### src/common/alut_reg_pkg.sv
// software view of the lookup block: APB byte addresses, commands, frame fields
// registers are 32 bits wide, upper address halves hold 16 bits
// addresses outside the map read as zero
`default_nettype none

package alut_reg_pkg;

   typedef enum logic [6:0] {
      frm_d_addr_l   = 7'h00,
      frm_d_addr_u   = 7'h04,
      frm_s_addr_l   = 7'h08,
      frm_s_addr_u   = 7'h0C,
      s_port         = 7'h10,
      d_port         = 7'h14,       // read only, lookup result
      mac_addr_l     = 7'h18,
      mac_addr_u     = 7'h1C,
      cur_time       = 7'h20,       // read only
      bb_age         = 7'h24,
      div_clk        = 7'h28,
      command        = 7'h2C,       // write only, reads zero
      status         = 7'h30,
      lst_inv_addr_l = 7'h34,
      lst_inv_addr_u = 7'h38,
      lst_inv_port   = 7'h3C
   } alut_reg_e;

   typedef enum logic [1:0] {
      cmd_none  = 2'd0,
      cmd_check = 2'd1,             // lookup destination, learn source
      cmd_age   = 2'd2              // sweep table for stale entries
   } alut_cmd_e;

   typedef struct packed {
      logic [47:0] d_addr;
      logic [47:0] s_addr;
      logic [1:0]  s_port;
   } alut_frame_t;

   // status register bits
   localparam int STAT_ACTIVE = 0;
   localparam int STAT_INVAL  = 1;
   localparam int STAT_REUSED = 2;

   localparam logic [31:0] BB_AGE_RESET = 32'hffff_ffff;   // nothing ages by default

endpackage

`default_nettype wire

### src/common/alut_table_pkg.sv
// geometry and transfer types of the direct-mapped address table
// one slot per index, no chaining, a collision overwrites the slot
`default_nettype none

package alut_table_pkg;

   localparam int TABLE_DEPTH = 16;
   localparam int IDX_W       = 4;
   localparam int N_PORTS     = 4;

   typedef struct packed {
      logic        valid;
      logic [47:0] mac;
      logic [1:0]  port;
      logic [31:0] stamp;          // curr_time when learned
   } alut_entry_t;

   typedef struct packed {
      logic             req;       // held until granted
      logic             we;        // 0 = read
      logic [IDX_W-1:0] idx;
      alut_entry_t      wentry;
   } alut_mem_req_t;

   typedef struct packed {
      logic [47:0] addr;
      logic [1:0]  port;
   } alut_inv_t;

   // slot index, low nibble xor next nibble of the address
   function automatic logic [IDX_W-1:0] slot_idx(input logic [47:0] addr);
      return addr[3:0] ^ addr[7:4];
   endfunction

endpackage

`default_nettype wire

### src/alut/alut_addr_checker.sv
// destination lookup and source learning for one frame per cmd_check
// always two reads then one write, latency stretches under arbitration
// frame registers must stay stable while add_check_active is high
`timescale 1ns/1ps
`default_nettype none

module alut_addr_checker (
   input  wire                                 pclk24,
   input  wire                                 n_p_reset24,
   input  wire  alut_reg_pkg::alut_cmd_e       command,
   input  wire  alut_reg_pkg::alut_frame_t     frame,
   input  wire  [47:0]                         mac_addr,
   input  wire  [31:0]                         curr_time,
   input  wire                                 clear_reused,
   input  wire                                 grant,
   input  wire                                 rvalid,
   input  wire  alut_table_pkg::alut_entry_t   rentry,
   output alut_table_pkg::alut_mem_req_t       mem_req,
   output logic [alut_table_pkg::N_PORTS:0]    d_port,
   output logic                                add_check_active,
   output logic                                reused,
   output alut_table_pkg::alut_inv_t           lst_inv_nrm
);

   import alut_reg_pkg::*;
   import alut_table_pkg::*;

   typedef enum logic [2:0] {idle, rd_dst, cmp_dst, rd_src, wr_src} alut_chk_state_e;

   alut_chk_state_e    state;
   logic [N_PORTS-1:0] hit_mask;     // one-hot of the stored port
   logic [N_PORTS-1:0] src_mask;     // one-hot of the ingress port
   logic               overwrite;    // source slot held someone else

   assign hit_mask         = N_PORTS'(1) << rentry.port;
   assign src_mask         = N_PORTS'(1) << frame.s_port;
   assign add_check_active = (state != idle);
   assign overwrite        = (state == wr_src) && rvalid && rentry.valid &&
                             (rentry.mac != frame.s_addr);

   always_ff @(posedge pclk24 or negedge n_p_reset24)
   begin
      if (!n_p_reset24)
         state <= idle;
      else
      begin
         case (state)
            idle    : if (command == cmd_check) state <= rd_dst;   // busy drops it
            rd_dst  : if (grant) state <= cmp_dst;
            cmp_dst : if (rvalid) state <= rd_src;
            rd_src  : if (grant) state <= wr_src;
            wr_src  : if (grant) state <= idle;     // src data arrives on entry
            default : state <= idle;
         endcase
      end
   end

   always_comb
   begin
      mem_req = '0;
      case (state)
         rd_dst :
         begin
            mem_req.req = 1'b1;
            mem_req.idx = slot_idx(frame.d_addr);
         end
         rd_src :
         begin
            mem_req.req = 1'b1;
            mem_req.idx = slot_idx(frame.s_addr);
         end
         wr_src :
         begin
            mem_req.req    = 1'b1;
            mem_req.we     = 1'b1;
            mem_req.idx    = slot_idx(frame.s_addr);
            mem_req.wentry = '{valid: 1'b1, mac: frame.s_addr, port: frame.s_port,
                               stamp: curr_time};
         end
         default : ;
      endcase
   end

   // ----------------------------------------------------------------------
   // lookup result and reuse flag
   // ----------------------------------------------------------------------
   always_ff @(posedge pclk24 or negedge n_p_reset24)
   begin
      if (!n_p_reset24)
      begin
         d_port <= '0;
         reused <= 1'b0;
      end
      else
      begin
         if (state == cmp_dst && rvalid)
         begin
            if (frame.d_addr == mac_addr)
               d_port <= {1'b1, {N_PORTS{1'b0}}};     // for the switch itself
            else if (rentry.valid && rentry.mac == frame.d_addr)
               d_port <= {1'b0, hit_mask};
            else
               d_port <= {1'b0, ~src_mask};           // flood, not back out
         end
         if (overwrite)
            reused <= 1'b1;                          // sticky until acked
         else if (clear_reused)
            reused <= 1'b0;
      end
   end

   always_ff @(posedge pclk24)
   begin
      if (overwrite)
         lst_inv_nrm <= '{addr: rentry.mac, port: rentry.port};
   end

endmodule

`default_nettype wire

### src/alut/alut_age_checker.sv
// free-running time base and the aging sweep over all slots
// curr_time steps once every div_clk+1 cycles and wraps silently
// an entry expires when curr_time - stamp exceeds best_bfr_age
`timescale 1ns/1ps
`default_nettype none

module alut_age_checker (
   input  wire                                 pclk24,
   input  wire                                 n_p_reset24,
   input  wire  alut_reg_pkg::alut_cmd_e       command,
   input  wire  [7:0]                          div_clk,
   input  wire  [31:0]                         best_bfr_age,
   input  wire                                 grant,
   input  wire                                 rvalid,
   input  wire  alut_table_pkg::alut_entry_t   rentry,
   output alut_table_pkg::alut_mem_req_t       mem_req,
   output logic [31:0]                         curr_time,
   output logic                                age_check_active,
   output logic                                inval_in_prog,
   output alut_table_pkg::alut_inv_t           lst_inv_cmd
);

   import alut_reg_pkg::*;
   import alut_table_pkg::*;

   typedef enum logic [1:0] {idle, rd_slot, chk_slot, inv_slot} alut_age_state_e;

   alut_age_state_e  state;
   logic [7:0]       div_cnt;
   logic [IDX_W-1:0] idx;          // sweep position
   alut_entry_t      stale;        // entry about to be dropped
   logic             last_slot;
   logic             expired;

   assign last_slot        = (idx == IDX_W'(TABLE_DEPTH - 1));
   assign expired          = rentry.valid && ((curr_time - rentry.stamp) > best_bfr_age);
   assign age_check_active = (state != idle);

   // prescaler
   always_ff @(posedge pclk24 or negedge n_p_reset24)
   begin
      if (!n_p_reset24)
      begin
         div_cnt   <= '0;
         curr_time <= '0;
      end
      else if (div_cnt >= div_clk)     // >= so a smaller div_clk takes at once
      begin
         div_cnt   <= '0;
         curr_time <= curr_time + 32'd1;
      end
      else
         div_cnt <= div_cnt + 8'd1;
   end

   // ----------------------------------------------------------------------
   // sweep FSM
   // ----------------------------------------------------------------------
   always_ff @(posedge pclk24 or negedge n_p_reset24)
   begin
      if (!n_p_reset24)
      begin
         state         <= idle;
         idx           <= '0;
         inval_in_prog <= 1'b0;
      end
      else
      begin
         inval_in_prog <= 1'b0;                    // single pulse
         case (state)
            idle :
               if (command == cmd_age)
               begin
                  idx   <= '0;
                  state <= rd_slot;
               end
            rd_slot : if (grant) state <= chk_slot;
            chk_slot :
               if (rvalid)
               begin
                  if (expired)
                     state <= inv_slot;
                  else if (last_slot)
                     state <= idle;
                  else
                  begin
                     idx   <= idx + 1'b1;
                     state <= rd_slot;
                  end
               end
            inv_slot :
               if (grant)
               begin
                  inval_in_prog <= 1'b1;
                  idx           <= idx + 1'b1;          // wraps to 0 after last
                  state         <= last_slot ? idle : rd_slot;
               end
            default : state <= idle;
         endcase
      end
   end

   always_ff @(posedge pclk24)
   begin
      if (state == chk_slot && rvalid)
         stale <= rentry;
      if (state == inv_slot && grant)
         lst_inv_cmd <= '{addr: stale.mac, port: stale.port};
   end

   always_comb
   begin
      mem_req     = '0;
      mem_req.idx = idx;
      if (state == rd_slot)
         mem_req.req = 1'b1;
      else if (state == inv_slot)
      begin
         mem_req.req          = 1'b1;
         mem_req.we           = 1'b1;
         mem_req.wentry       = stale;
         mem_req.wentry.valid = 1'b0;          // only the valid bit matters
      end
   end

endmodule

`default_nettype wire

### src/alut/alut_reg_bank.sv
// APB register bank of the lookup block, no pready and no pslverr
// read data is taken in the setup phase and held for one cycle only
// command is a one-cycle pulse, value 3 is dropped
`timescale 1ns/1ps
`default_nettype none

module alut_reg_bank (
   input  wire                                 pclk24,
   input  wire                                 n_p_reset24,
   input  wire                                 psel,
   input  wire                                 penable,
   input  wire                                 pwrite,
   input  wire  [6:0]                          paddr,
   input  wire  [31:0]                         pwdata,
   input  wire  [31:0]                         curr_time,
   input  wire                                 add_check_active,
   input  wire                                 age_check_active,
   input  wire                                 inval_in_prog,
   input  wire                                 reused,
   input  wire  [alut_table_pkg::N_PORTS:0]    d_port,
   input  wire  alut_table_pkg::alut_inv_t     lst_inv_nrm,
   input  wire  alut_table_pkg::alut_inv_t     lst_inv_cmd,
   output alut_reg_pkg::alut_frame_t           frame,
   output logic [47:0]                         mac_addr,
   output logic [31:0]                         best_bfr_age,
   output logic [7:0]                          div_clk,
   output alut_reg_pkg::alut_cmd_e             command,
   output logic [31:0]                         prdata,
   output logic                                clear_reused
);

   import alut_reg_pkg::*;

   logic        read_enable;
   logic        write_enable;
   logic        active;           // either checker busy
   logic [31:0] status_word;
   logic [47:0] lst_inv_addr;
   logic [1:0]  lst_inv_port;

   assign read_enable  = psel & ~penable & ~pwrite;    // setup phase
   assign write_enable = psel & penable & pwrite;      // access phase
   assign active       = add_check_active | age_check_active;

   // reading status while idle acknowledges a reuse
   assign clear_reused = read_enable & (paddr == alut_reg_pkg::status) & ~active;

   always_comb
   begin
      status_word              = '0;
      status_word[STAT_ACTIVE] = active;
      status_word[STAT_INVAL]  = inval_in_prog;
      status_word[STAT_REUSED] = reused;
   end

   // ----------------------------------------------------------------------
   // read mux
   // ----------------------------------------------------------------------
   always_ff @(posedge pclk24 or negedge n_p_reset24)
   begin
      if (!n_p_reset24)
         prdata <= '0;
      else if (read_enable)
      begin
         case (paddr)
            alut_reg_pkg::frm_d_addr_l   : prdata <= frame.d_addr[31:0];
            alut_reg_pkg::frm_d_addr_u   : prdata <= {16'd0, frame.d_addr[47:32]};
            alut_reg_pkg::frm_s_addr_l   : prdata <= frame.s_addr[31:0];
            alut_reg_pkg::frm_s_addr_u   : prdata <= {16'd0, frame.s_addr[47:32]};
            alut_reg_pkg::s_port         : prdata <= {30'd0, frame.s_port};
            alut_reg_pkg::d_port         : prdata <= {27'd0, d_port};
            alut_reg_pkg::mac_addr_l     : prdata <= mac_addr[31:0];
            alut_reg_pkg::mac_addr_u     : prdata <= {16'd0, mac_addr[47:32]};
            alut_reg_pkg::cur_time       : prdata <= curr_time;
            alut_reg_pkg::bb_age         : prdata <= best_bfr_age;
            alut_reg_pkg::div_clk        : prdata <= {24'd0, div_clk};
            alut_reg_pkg::status         : prdata <= status_word;
            alut_reg_pkg::lst_inv_addr_l : prdata <= lst_inv_addr[31:0];
            alut_reg_pkg::lst_inv_addr_u : prdata <= {16'd0, lst_inv_addr[47:32]};
            alut_reg_pkg::lst_inv_port   : prdata <= {30'd0, lst_inv_port};
            default                      : prdata <= '0;   // command and holes
         endcase
      end
      else
         prdata <= '0;                 // valid for one cycle only
   end

   // ----------------------------------------------------------------------
   // writable registers
   // ----------------------------------------------------------------------
   always_ff @(posedge pclk24 or negedge n_p_reset24)
   begin
      if (!n_p_reset24)
      begin
         frame        <= '0;
         mac_addr     <= '0;
         best_bfr_age <= BB_AGE_RESET;
         div_clk      <= '0;
      end
      else if (write_enable)
      begin
         case (paddr)
            alut_reg_pkg::frm_d_addr_l : frame.d_addr[31:0]  <= pwdata;
            alut_reg_pkg::frm_d_addr_u : frame.d_addr[47:32] <= pwdata[15:0];
            alut_reg_pkg::frm_s_addr_l : frame.s_addr[31:0]  <= pwdata;
            alut_reg_pkg::frm_s_addr_u : frame.s_addr[47:32] <= pwdata[15:0];
            alut_reg_pkg::s_port       : frame.s_port        <= pwdata[1:0];
            alut_reg_pkg::mac_addr_l   : mac_addr[31:0]      <= pwdata;
            alut_reg_pkg::mac_addr_u   : mac_addr[47:32]     <= pwdata[15:0];
            alut_reg_pkg::bb_age       : best_bfr_age        <= pwdata;
            alut_reg_pkg::div_clk      : div_clk             <= pwdata[7:0];
            default                    : ;
         endcase
      end
   end

   // command pulse, cleared again on the next edge
   always_ff @(posedge pclk24 or negedge n_p_reset24)
   begin
      if (!n_p_reset24)
         command <= cmd_none;
      else if (command != cmd_none)
         command <= cmd_none;
      else if (write_enable && paddr == alut_reg_pkg::command && pwdata[1:0] != 2'd3)
         command <= alut_cmd_e'(pwdata[1:0]);
   end

   // last invalidated entry, a reuse wins over an aged entry
   always_ff @(posedge pclk24 or negedge n_p_reset24)
   begin
      if (!n_p_reset24)
      begin
         lst_inv_addr <= '0;
         lst_inv_port <= '0;
      end
      else if (reused)
      begin
         lst_inv_addr <= lst_inv_nrm.addr;
         lst_inv_port <= lst_inv_nrm.port;
      end
      else if (inval_in_prog)
      begin
         lst_inv_addr <= lst_inv_cmd.addr;
         lst_inv_port <= lst_inv_cmd.port;
      end
   end

   // a legal command write reaches the checkers on the next cycle
   a_cmd_pulse: assert property (@(posedge pclk24) disable iff (!n_p_reset24)
      (write_enable && paddr == alut_reg_pkg::command && command == cmd_none &&
       pwdata[1:0] inside {cmd_check, cmd_age})
      |=> command == alut_cmd_e'($past(pwdata[1:0])));

endmodule

`default_nettype wire

### src/alut/alut_table_arbiter.sv
// 16-slot address table in flops behind a fixed-priority arbiter
// the address checker always wins, the age checker waits with its request held
// read data returns one cycle after the grant, writes land at the grant edge
`timescale 1ns/1ps
`default_nettype none

module alut_table_arbiter (
   input  wire                                 pclk24,
   input  wire                                 n_p_reset24,
   input  wire  alut_table_pkg::alut_mem_req_t chk_req,
   input  wire  alut_table_pkg::alut_mem_req_t age_req,
   output logic                                chk_grant,
   output logic                                age_grant,
   output logic                                chk_rvalid,
   output logic                                age_rvalid,
   output alut_table_pkg::alut_entry_t         rentry
);

   import alut_table_pkg::*;

   alut_mem_req_t          sel;                     // winning request
   logic [TABLE_DEPTH-1:0] valid_q;
   alut_entry_t            mem_q [TABLE_DEPTH];
   logic                   rd_q;                    // read issued last cycle
   logic                   owner_chk_q;             // ... and by whom

   assign chk_grant  = chk_req.req;
   assign age_grant  = age_req.req & ~chk_req.req;
   assign sel        = chk_req.req ? chk_req : age_req;
   assign chk_rvalid = rd_q & owner_chk_q;
   assign age_rvalid = rd_q & ~owner_chk_q;

   // valid bits reset so the table starts empty
   always_ff @(posedge pclk24 or negedge n_p_reset24)
   begin
      if (!n_p_reset24)
      begin
         valid_q     <= '0;
         rd_q        <= 1'b0;
         owner_chk_q <= 1'b0;
      end
      else
      begin
         rd_q        <= sel.req & ~sel.we;
         owner_chk_q <= chk_req.req;
         if (sel.req && sel.we)
            valid_q[sel.idx] <= sel.wentry.valid;
      end
   end

   always_ff @(posedge pclk24)
   begin
      if (sel.req && sel.we)
         mem_q[sel.idx] <= sel.wentry;
      if (sel.req && !sel.we)
      begin
         rentry       <= mem_q[sel.idx];
         rentry.valid <= valid_q[sel.idx];   // payload flag is not trusted
      end
   end

   // read data goes back to the requester that was granted the read
   a_chk_rd_route: assert property (@(posedge pclk24) disable iff (!n_p_reset24)
      (chk_grant && !chk_req.we) |=> (chk_rvalid && !age_rvalid));

   a_age_rd_route: assert property (@(posedge pclk24) disable iff (!n_p_reset24)
      (age_grant && !age_req.we) |=> (age_rvalid && !chk_rvalid));

endmodule

`default_nettype wire

### src/design/alut_top.sv
// address lookup block of the four-port switch, APB slave only
// no pready/pslverr, every access completes in two cycles
`timescale 1ns/1ps
`default_nettype none

module alut_top (
   input  wire        pclk24,
   input  wire        n_p_reset24,
   input  wire        psel,
   input  wire        penable,
   input  wire        pwrite,
   input  wire [6:0]  paddr,
   input  wire [31:0] pwdata,
   output wire [31:0] prdata
);

   import alut_reg_pkg::*;
   import alut_table_pkg::*;

   // ----------------------------------------------------------------------
   // register bank to checkers
   // ----------------------------------------------------------------------
   wire alut_frame_t      frame;
   wire [47:0]            mac_addr;
   wire [31:0]            best_bfr_age;
   wire [7:0]             div_clk;
   wire alut_cmd_e        command;
   wire                   clear_reused;

   // checkers back to register bank
   wire [31:0]            curr_time;
   wire                   add_check_active;
   wire                   age_check_active;
   wire                   inval_in_prog;
   wire                   reused;
   wire [N_PORTS:0]       d_port;
   wire alut_inv_t        lst_inv_nrm;
   wire alut_inv_t        lst_inv_cmd;

   // table access
   wire alut_mem_req_t    chk_req;
   wire alut_mem_req_t    age_req;
   wire                   chk_grant;
   wire                   age_grant;
   wire                   chk_rvalid;
   wire                   age_rvalid;
   wire alut_entry_t      rentry;

   alut_reg_bank reg_bank_i (.*);

   alut_addr_checker addr_chk_i (
      .*,
      .mem_req (chk_req),
      .grant   (chk_grant),
      .rvalid  (chk_rvalid)
   );

   alut_age_checker age_chk_i (
      .*,
      .mem_req (age_req),
      .grant   (age_grant),
      .rvalid  (age_rvalid)
   );

   alut_table_arbiter arb_i (.*);

endmodule

`default_nettype wire

### config.mk
export PLATFORM = sky130hd
export DESIGN_NAME = alut_top
export DESIGN_NICKNAME = d
export VERILOG_FILES = /design/src/common/alut_reg_pkg.sv /design/src/common/alut_table_pkg.sv /design/src/alut/alut_addr_checker.sv /design/src/alut/alut_age_checker.sv /design/src/alut/alut_reg_bank.sv /design/src/alut/alut_table_arbiter.sv /design/src/design/alut_top.sv
export SDC_FILE = /design/constraint.sdc
export NUM_CORES = 2
export LEC_CHECK = 0
export ABC_AREA = 1
export ABC_CLOCK_PERIOD_IN_PS = 12380
export BUFFER_PORTS_ARGS = -buffer_cell sky130_fd_sc_hd__clkbuf_2
export CORE_MARGIN = 4
export CORE_UTILIZATION = 35
export DETAILED_ROUTE_END_ITERATION = 16
export PLACE_DENSITY = 0.57
export SYNTH_ARGS = -nofsm -noshare
export SYNTH_HDL_FRONTEND = slang
export SYNTH_SLANG_ARGS = --single-unit
export TNS_END_PERCENT = 30
### constraint.sdc
create_clock -name pclk24 -period 12.38 [get_ports pclk24]
set_input_delay 1.857 -clock pclk24 [delete_from_list [all_inputs] [get_ports pclk24]]
set_output_delay 1.857 -clock pclk24 [all_outputs]
set_load 0.005 [all_outputs]
Word-level counts from Yosys, hierarchy flattened
Memory sizes are Yosys's and may differ from the RTL's. A register that Yosys moved wholly into a read port is not among the register bits.
Cells that the tools add are included.
{"block": "word_totals", "ff_bits": 527, "mem_bits_rw": 1328, "inputBits": 44, "elab_cells": 192, "mem_count": 1}
{"block": "classes", "n_addsub": 4, "n_lt_le_gt_ge": 4, "eq_ne": 40, "n_shift": 2, "muxes": 51, "bitwise": 20, "n_reduce_logical": 38}
{"name": "arb_i.mem_q", "depth": 16, "word_bits": 83, "rd": 1, "rd_clocked_by_memory_dff": 1, "write_ports": 1, "line_no": "alut_table_arbiter.sv:23", "text": "alut_entry_t mem_q [TABLE_DEPTH];"}
{"op": "$pmux 32 s15", "n": 1}
{"op": "$mux 83", "n": 2}
{"op": "$eq 48x48->1", "n": 2}
{"op": "$mux 48", "n": 2}
{"op": "$mux 89", "n": 1}
{"op": "$mux 82", "n": 1}
{"op": "$eq 7x6->1 const B", "n": 8}
{"op": "$ne 48x48->1", "n": 1}
{"op": "$add 32x1->32 const B", "n": 1}
{"op": "$gt 32x32->1", "n": 1}
{"op": "$mux 32", "n": 1}
{"op": "$sub 32x32->32", "n": 1}
{"op": "$eq 7x5->1 const B", "n": 4}
{"op": "$mux 4", "n": 6}
{"op": "$mux 2", "n": 10}
{"op": "$ne 2x1->1 const B", "n": 9}
{"op": "$reduce_and 2->1", "n": 9}
{"op": "$bwmux 16", "n": 1}
{"op": "$mux 3", "n": 5}
{"op": "$pmux 3 s5", "n": 1}
{"op": "$eq 7x4->1 const B", "n": 2}
{"op": "$logic_and 1x1->1", "n": 13}
{"op": "$mux 1", "n": 13}
{"op": "$pmux 4 s3", "n": 1}
{"op": "other kinds (36)", "n": 63}

Logic depth before layout (Yosys ltp)
{"block": "depth", "depth_word": 9, "depth_mapped": 26, "ltp_nobuf": 26}

Hierarchy
A second synthesis with hierarchy kept.
{"block": "hier_totals", "hier_cells": 9419, "hier_area_um2": 88168.3}
{"mod": "alut_table_arbiter", "n_inst": 1, "cells_per_inst": 5847, "area_each_um2": 60209.0}
{"mod": "alut_reg_bank", "n_inst": 1, "cells_per_inst": 1538, "area_each_um2": 12431.9}
{"mod": "alut_age_checker", "n_inst": 1, "cells_per_inst": 1144, "area_each_um2": 10153.5}
{"mod": "alut_addr_checker", "n_inst": 1, "cells_per_inst": 890, "area_each_um2": 5373.9}

Least setup slack after synthesis
Ideal clock, no wire load.
{"block": "synth_path", "path_kind": "register to register", "start": "register age_chk_i.state[1]", "end": "register age_chk_i.stale[0] (netlist bit) (enable)", "t_arrival_ns": 8.443, "required_time_ns": 11.657, "setup_slack_ns": 3.214, "stages_incl_launch_ff": 4, "n_path_buf": 1, "period_less_slack_ns": 9.166, "cell_sequence": "dfrtp_1 clkbuf_1 inv_1 nor4_1"}
{"block": "synth_between", "elab_chain_cells": 2}
{"element": "from (decl)", "line_no": "alut_age_checker.sv:28", "text": "alut_age_state_e state;"}
{"element": "from (signal assigned)", "line_no": "alut_age_checker.sv:63", "text": "state <= idle;"}
{"element": "from (signal assigned)", "line_no": "alut_age_checker.sv:75", "text": "state <= rd_slot;"}
{"element": "from (signal assigned)", "line_no": "alut_age_checker.sv:77", "text": "rd_slot : if (grant) state <= chk_slot;"}
{"element": "$eq 2x2->1", "line_no": "alut_age_checker.sv:105", "text": "if (state == chk_slot && rvalid)"}
{"element": "$logic_and 1x1->1", "line_no": "alut_age_checker.sv:105"}
{"element": "to (signal assigned)", "line_no": "alut_age_checker.sv:106", "text": "stale <= rentry;"}
{"element": "to (decl)", "line_no": "alut_age_checker.sv:31", "text": "alut_entry_t stale;"}
No other way between the ends.
A chain may end at the register's enable or synchronous reset.

Final worst setup path
{"block": "layout_path", "start": "register addr_chk_i.state[0]", "end": "register, netlist name arb_i.rentry[26]"}
{"block": "layout_between", "elab_chain_cells": 6, "elab_cells_between_ends": 11, "classes_between": "3 x eq/ne; 4 x mux; 4 x reduce/logical"}
{"element": "from (decl)", "line_no": "alut_addr_checker.sv:30", "text": "alut_chk_state_e state;"}
{"element": "from (signal assigned)", "line_no": "alut_addr_checker.sv:44", "text": "state <= idle;"}
{"element": "from (signal assigned)", "line_no": "alut_addr_checker.sv:48", "text": "idle : if (command == cmd_check) state <= rd_dst;"}
{"element": "from (signal assigned)", "line_no": "alut_addr_checker.sv:49", "text": "rd_dst : if (grant) state <= cmp_dst;"}
{"element": "$eq 3x1->1 (tied with other cells)", "line_no": "alut_addr_checker.sv:61", "text": "case (state)"}
{"element": "$reduce_or 3->1 (no source line)"}
{"element": "$mux 1", "line_no": "alut_addr_checker.sv:61"}
{"element": "$mux 89 *", "line_no": "alut_table_arbiter.sv:29", "text": "assign sel = chk_req.req ? chk_req : age_req;"}
{"element": "$logic_not 1->1", "line_no": "alut_table_arbiter.sv:55", "text": "if (sel.req && !sel.we)"}
{"element": "$logic_and 1x1->1", "line_no": "alut_table_arbiter.sv:55"}
Mark *: on every way between the ends. The rest lies on a longest branch, timed or not.

==> results.cfg <==
[status]
status = finished, final reports clean

[timing]
setup_tns_ps = 0
rsz0062_at_grt = false
fmax_mhz = 145
fin_skew_ps = 63.0
holdWs_ps = 432
slew_headroom = 0.105
worstMarginPinSlew_ps = 1330
min_period_ps = 6880
setup_viol = 0
hold_violations = 0
slew_viol_final = 0
period_share = 0.555

[synth]
synthCells = 8521
synthArstFlopShare = 0.179
ys_ff_latch = 1921
syn-num-nets = 8640
postSynthAreaPerCell_sq_um = 9.97
synthTopCellsByArea = edfxtp_1 56%, nand2_1 14%, dfrtp_1 9.2%, inv_1 5.1%, o21ai_0 3.6%
yosysSeqAreaShare = 0.659
synth_top_area_frac = 0.557
synthDistinctLibCells = 50
synth_area_sq_mm = 0.0850
synth-warning-count = 0
ys.flop_type = edfxtp_1
synth_top_area_cell = edfxtp_1
synth_edf_count = 1577

[setup_path]
cp.required_ps = 12980
cpMaxStageDelayCell = nand3_4
reg2reg_slack_ps = 5500
cp_common_cell = nand2_1
max_stage_delay_ps = 840
arrival_ps = 7470
worst-path-max-fanout = 263
crit_chain = nor2_4 -> nand2_4 -> buf_4 -> nand3_4 -> nand3_4 -> buf_12 -> buf_12 -> buf_4 -> o21ai_0 -> nand2_1 -> nand2_1 -> nand2_1 -> nand2_1 -> inv_1 -> nand2_1
cp-end-kind = flop
critPathLaunchType = flop
crit_type = reg -> reg

[clocking]
clkLatencyLatePin_ps = 850
cts.hold.buffers_added = 0
cts_resized = 0
htreeDepth = 4
clock_sinks = 1921
cts_made_buffers = 198
cts_buffer_depth = 3
clkTransAtPathRegs_ps = 60
cts_tree = built
root_buffer = clkbuf_16
cts_setup_buffers = 0

[global_route]
use_met2 = 0.317
busiest_layer = met2
grt_pass1_wl_mm = 379
grt_max_degree = 264
antenna_found_initial = 11
grt_usage = 0.201
grt_pass1_vias = 56600
grtUsageMet1 = 0.288
grt-ovfl-total = 0
grt_util_met3 = 0.0306

[route]
via_count = 60000
firstDrtPassIters = 6
drcViolationCount = 0
ant_nets = 0
drt_iter0_markers = 6486
post_drt_wl_per_cell_um = 21.6
wl_mm = 257
viasPerCell = 5.03

[floorplanning]
num_rows = 180
dieArea_sq_mm = 0.251
ios = 76
core_area_sq_mm = 0.241
die_w_um = 501
initial_core_util = 0.353
fp.dieH_um = 501

[final_layout]
final_common_cell = nand2_1
final_cell_mix = 3086 x nand2_1, 1577 x edfxtp_1, 1138 x inv_1
postLayoutCellArea_sq_mm = 0.0954
nNetsFinal = 8673
synthToLayoutAreaGrowth_pct = 12.2
drive_gt1_frac = 0.0679
n_fill_cell = 23400

[placement]
place_congestion = 0.943
portBuffers = 75
dpl_cell_area_sq_mm = 0.0890
dpl.hpwl_mm = 153

[pwr]
report.power.total_mw = 20.6
max-vdd-ir-drop_mv = 0.179
cellPowerDensity_mw_per_mm2 = 216
p_leak_nw = 38.8

[run]
cap_violations = 0

[hold_path]
hp-class = reg -> reg
power by group:
group	internal, mW	total, mW	switching, mW	leakage, nW
clock network	3.35	5.90	2.55	3.11
registers	8.33	8.85	0.525	19.1
logic	1.52	5.82	4.30	16.5
total	13.2	20.6	7.38	38.8
critical path, delay by kind of cell (launching register included):
kind / cells / cell delay, ps
flops: 1 / 480
buf+inv: 5 / 2770
simple gates: 9 / 2540
compound gates: 1 / 210
cells in the mapped netlist (4+ instances only):
master    number
ha_1          74
nand2_1     3093
nor2_1       200
buf_2        128
xnor2_1       61
o22ai_1       62
a31oi_1        9
nor4_1         7
a22o_1         6
dfstp_2       32
a21o_1         8
o21bai_1       6
or2_2          9
a21oi_1       89
o21ai_1      313
o21a_1        10
o221ai_1       5
buf_4         17
clkbuf_1     207
o21ai_0      609
a221oi_1       4
a211oi_1      13
nor3_1        54
dfrtp_1      312
nand3_1      142
edfxtp_1    1577
inv_1       1145
o211ai_1      56
inv_2         10
nand4_1      133
buf_1         23
xor2_1        75
worst paths after layout:
path                                                to                 from  cells past startpoint
max                                   arb_i.rentry[26]  addr_chk_i.state[0]                     15
min                          age_chk_i.lst_inv_cmd[10]  age_chk_i.stale[42]                      0
max reg2reg                           arb_i.rentry[26]  addr_chk_i.state[0]                     15
min reg2reg                  age_chk_i.lst_inv_cmd[10]  age_chk_i.stale[42]                      0
max in group asynchronous  reg_bank_i.lst_inv_addr[25]          n_p_reset24                      3
min in group asynchronous  reg_bank_i.lst_inv_addr[32]          n_p_reset24                      1
registers in the layout (all words and copies together), names as in the netlist, 2 cells and up:
| register | flops |
|---|---|
| reg_bank_i.lst_inv_addr | 48 |
| addr_chk_i.state | 3 |
| reg_bank_i.command | 2 |
| arb_i.mem_q | 1312 |
| addr_chk_i.lst_inv_nrm | 50 |
| reg_bank_i.lst_inv_port | 2 |
| arb_i.valid_q | 16 |
| reg_bank_i.mac_addr | 48 |
| age_chk_i.lst_inv_cmd | 50 |
| reg_bank_i.div_clk | 8 |
| reg_bank_i.best_bfr_age | 32 |
| age_chk_i.state | 2 |
| age_chk_i.div_cnt | 8 |
| arb_i.rentry | 83 |
| reg_bank_i.prdata | 32 |
| age_chk_i.stale | 82 |
| addr_chk_i.d_port | 5 |
| reg_bank_i.frame | 98 |
| age_chk_i.curr_time | 32 |
| age_chk_i.idx | 4 |
metrics by stage:
| stage | setup WS [ps] | instances | utilization |
|---|---|---|---|
| global placement | 5810 | 11500 | 0.369 |
| global route | 5130 | 11900 | 0.396 |
| detailed placement | 5690 | 11500 | 0.369 |
| CTS | 5670 | 11900 | 0.396 |
| finish | 5500 | 11900 | 0.396 |
| floorplan | 3210 | 8521 | - |
logic make-up after synthesis:
logic type	count (synthesis)	synth area share
and+or+nand+nor	3654	0.170
DFF	1921	0.659
buffers and inverters	1535	0.0706
xor gates and xnor gates	136	0.0140
adders and majority gates	75	0.0111
AOI/OAI and AO/OA	1200	0.0756
layer usage:
metal,up-vias,part of all wire,wire length [um]
li1,28000,-,-
met1,29100,0.44,112000
met2,2465,0.45,117000
met3,403,0.082,21200
met4,0,0.029,7470
met5,-,0,0
cell type report:
class / instances / area, sq um / area share
sequential: 1921 / 56000 / 0.587
multi-input combinational: 5065 / 23200 / 0.243
clock buffer: 276 / 5480 / 0.0575
inverter: 1158 / 4390 / 0.0460
tap: 3185 / 3990 / 0.0418
timing repair buffer: 210 / 1460 / 0.0153
clock inverter: 91 / 878 / 0.00921
antenna: 3 / 7.51 / 0.0000787
Power figures use the tool's default switching activity.
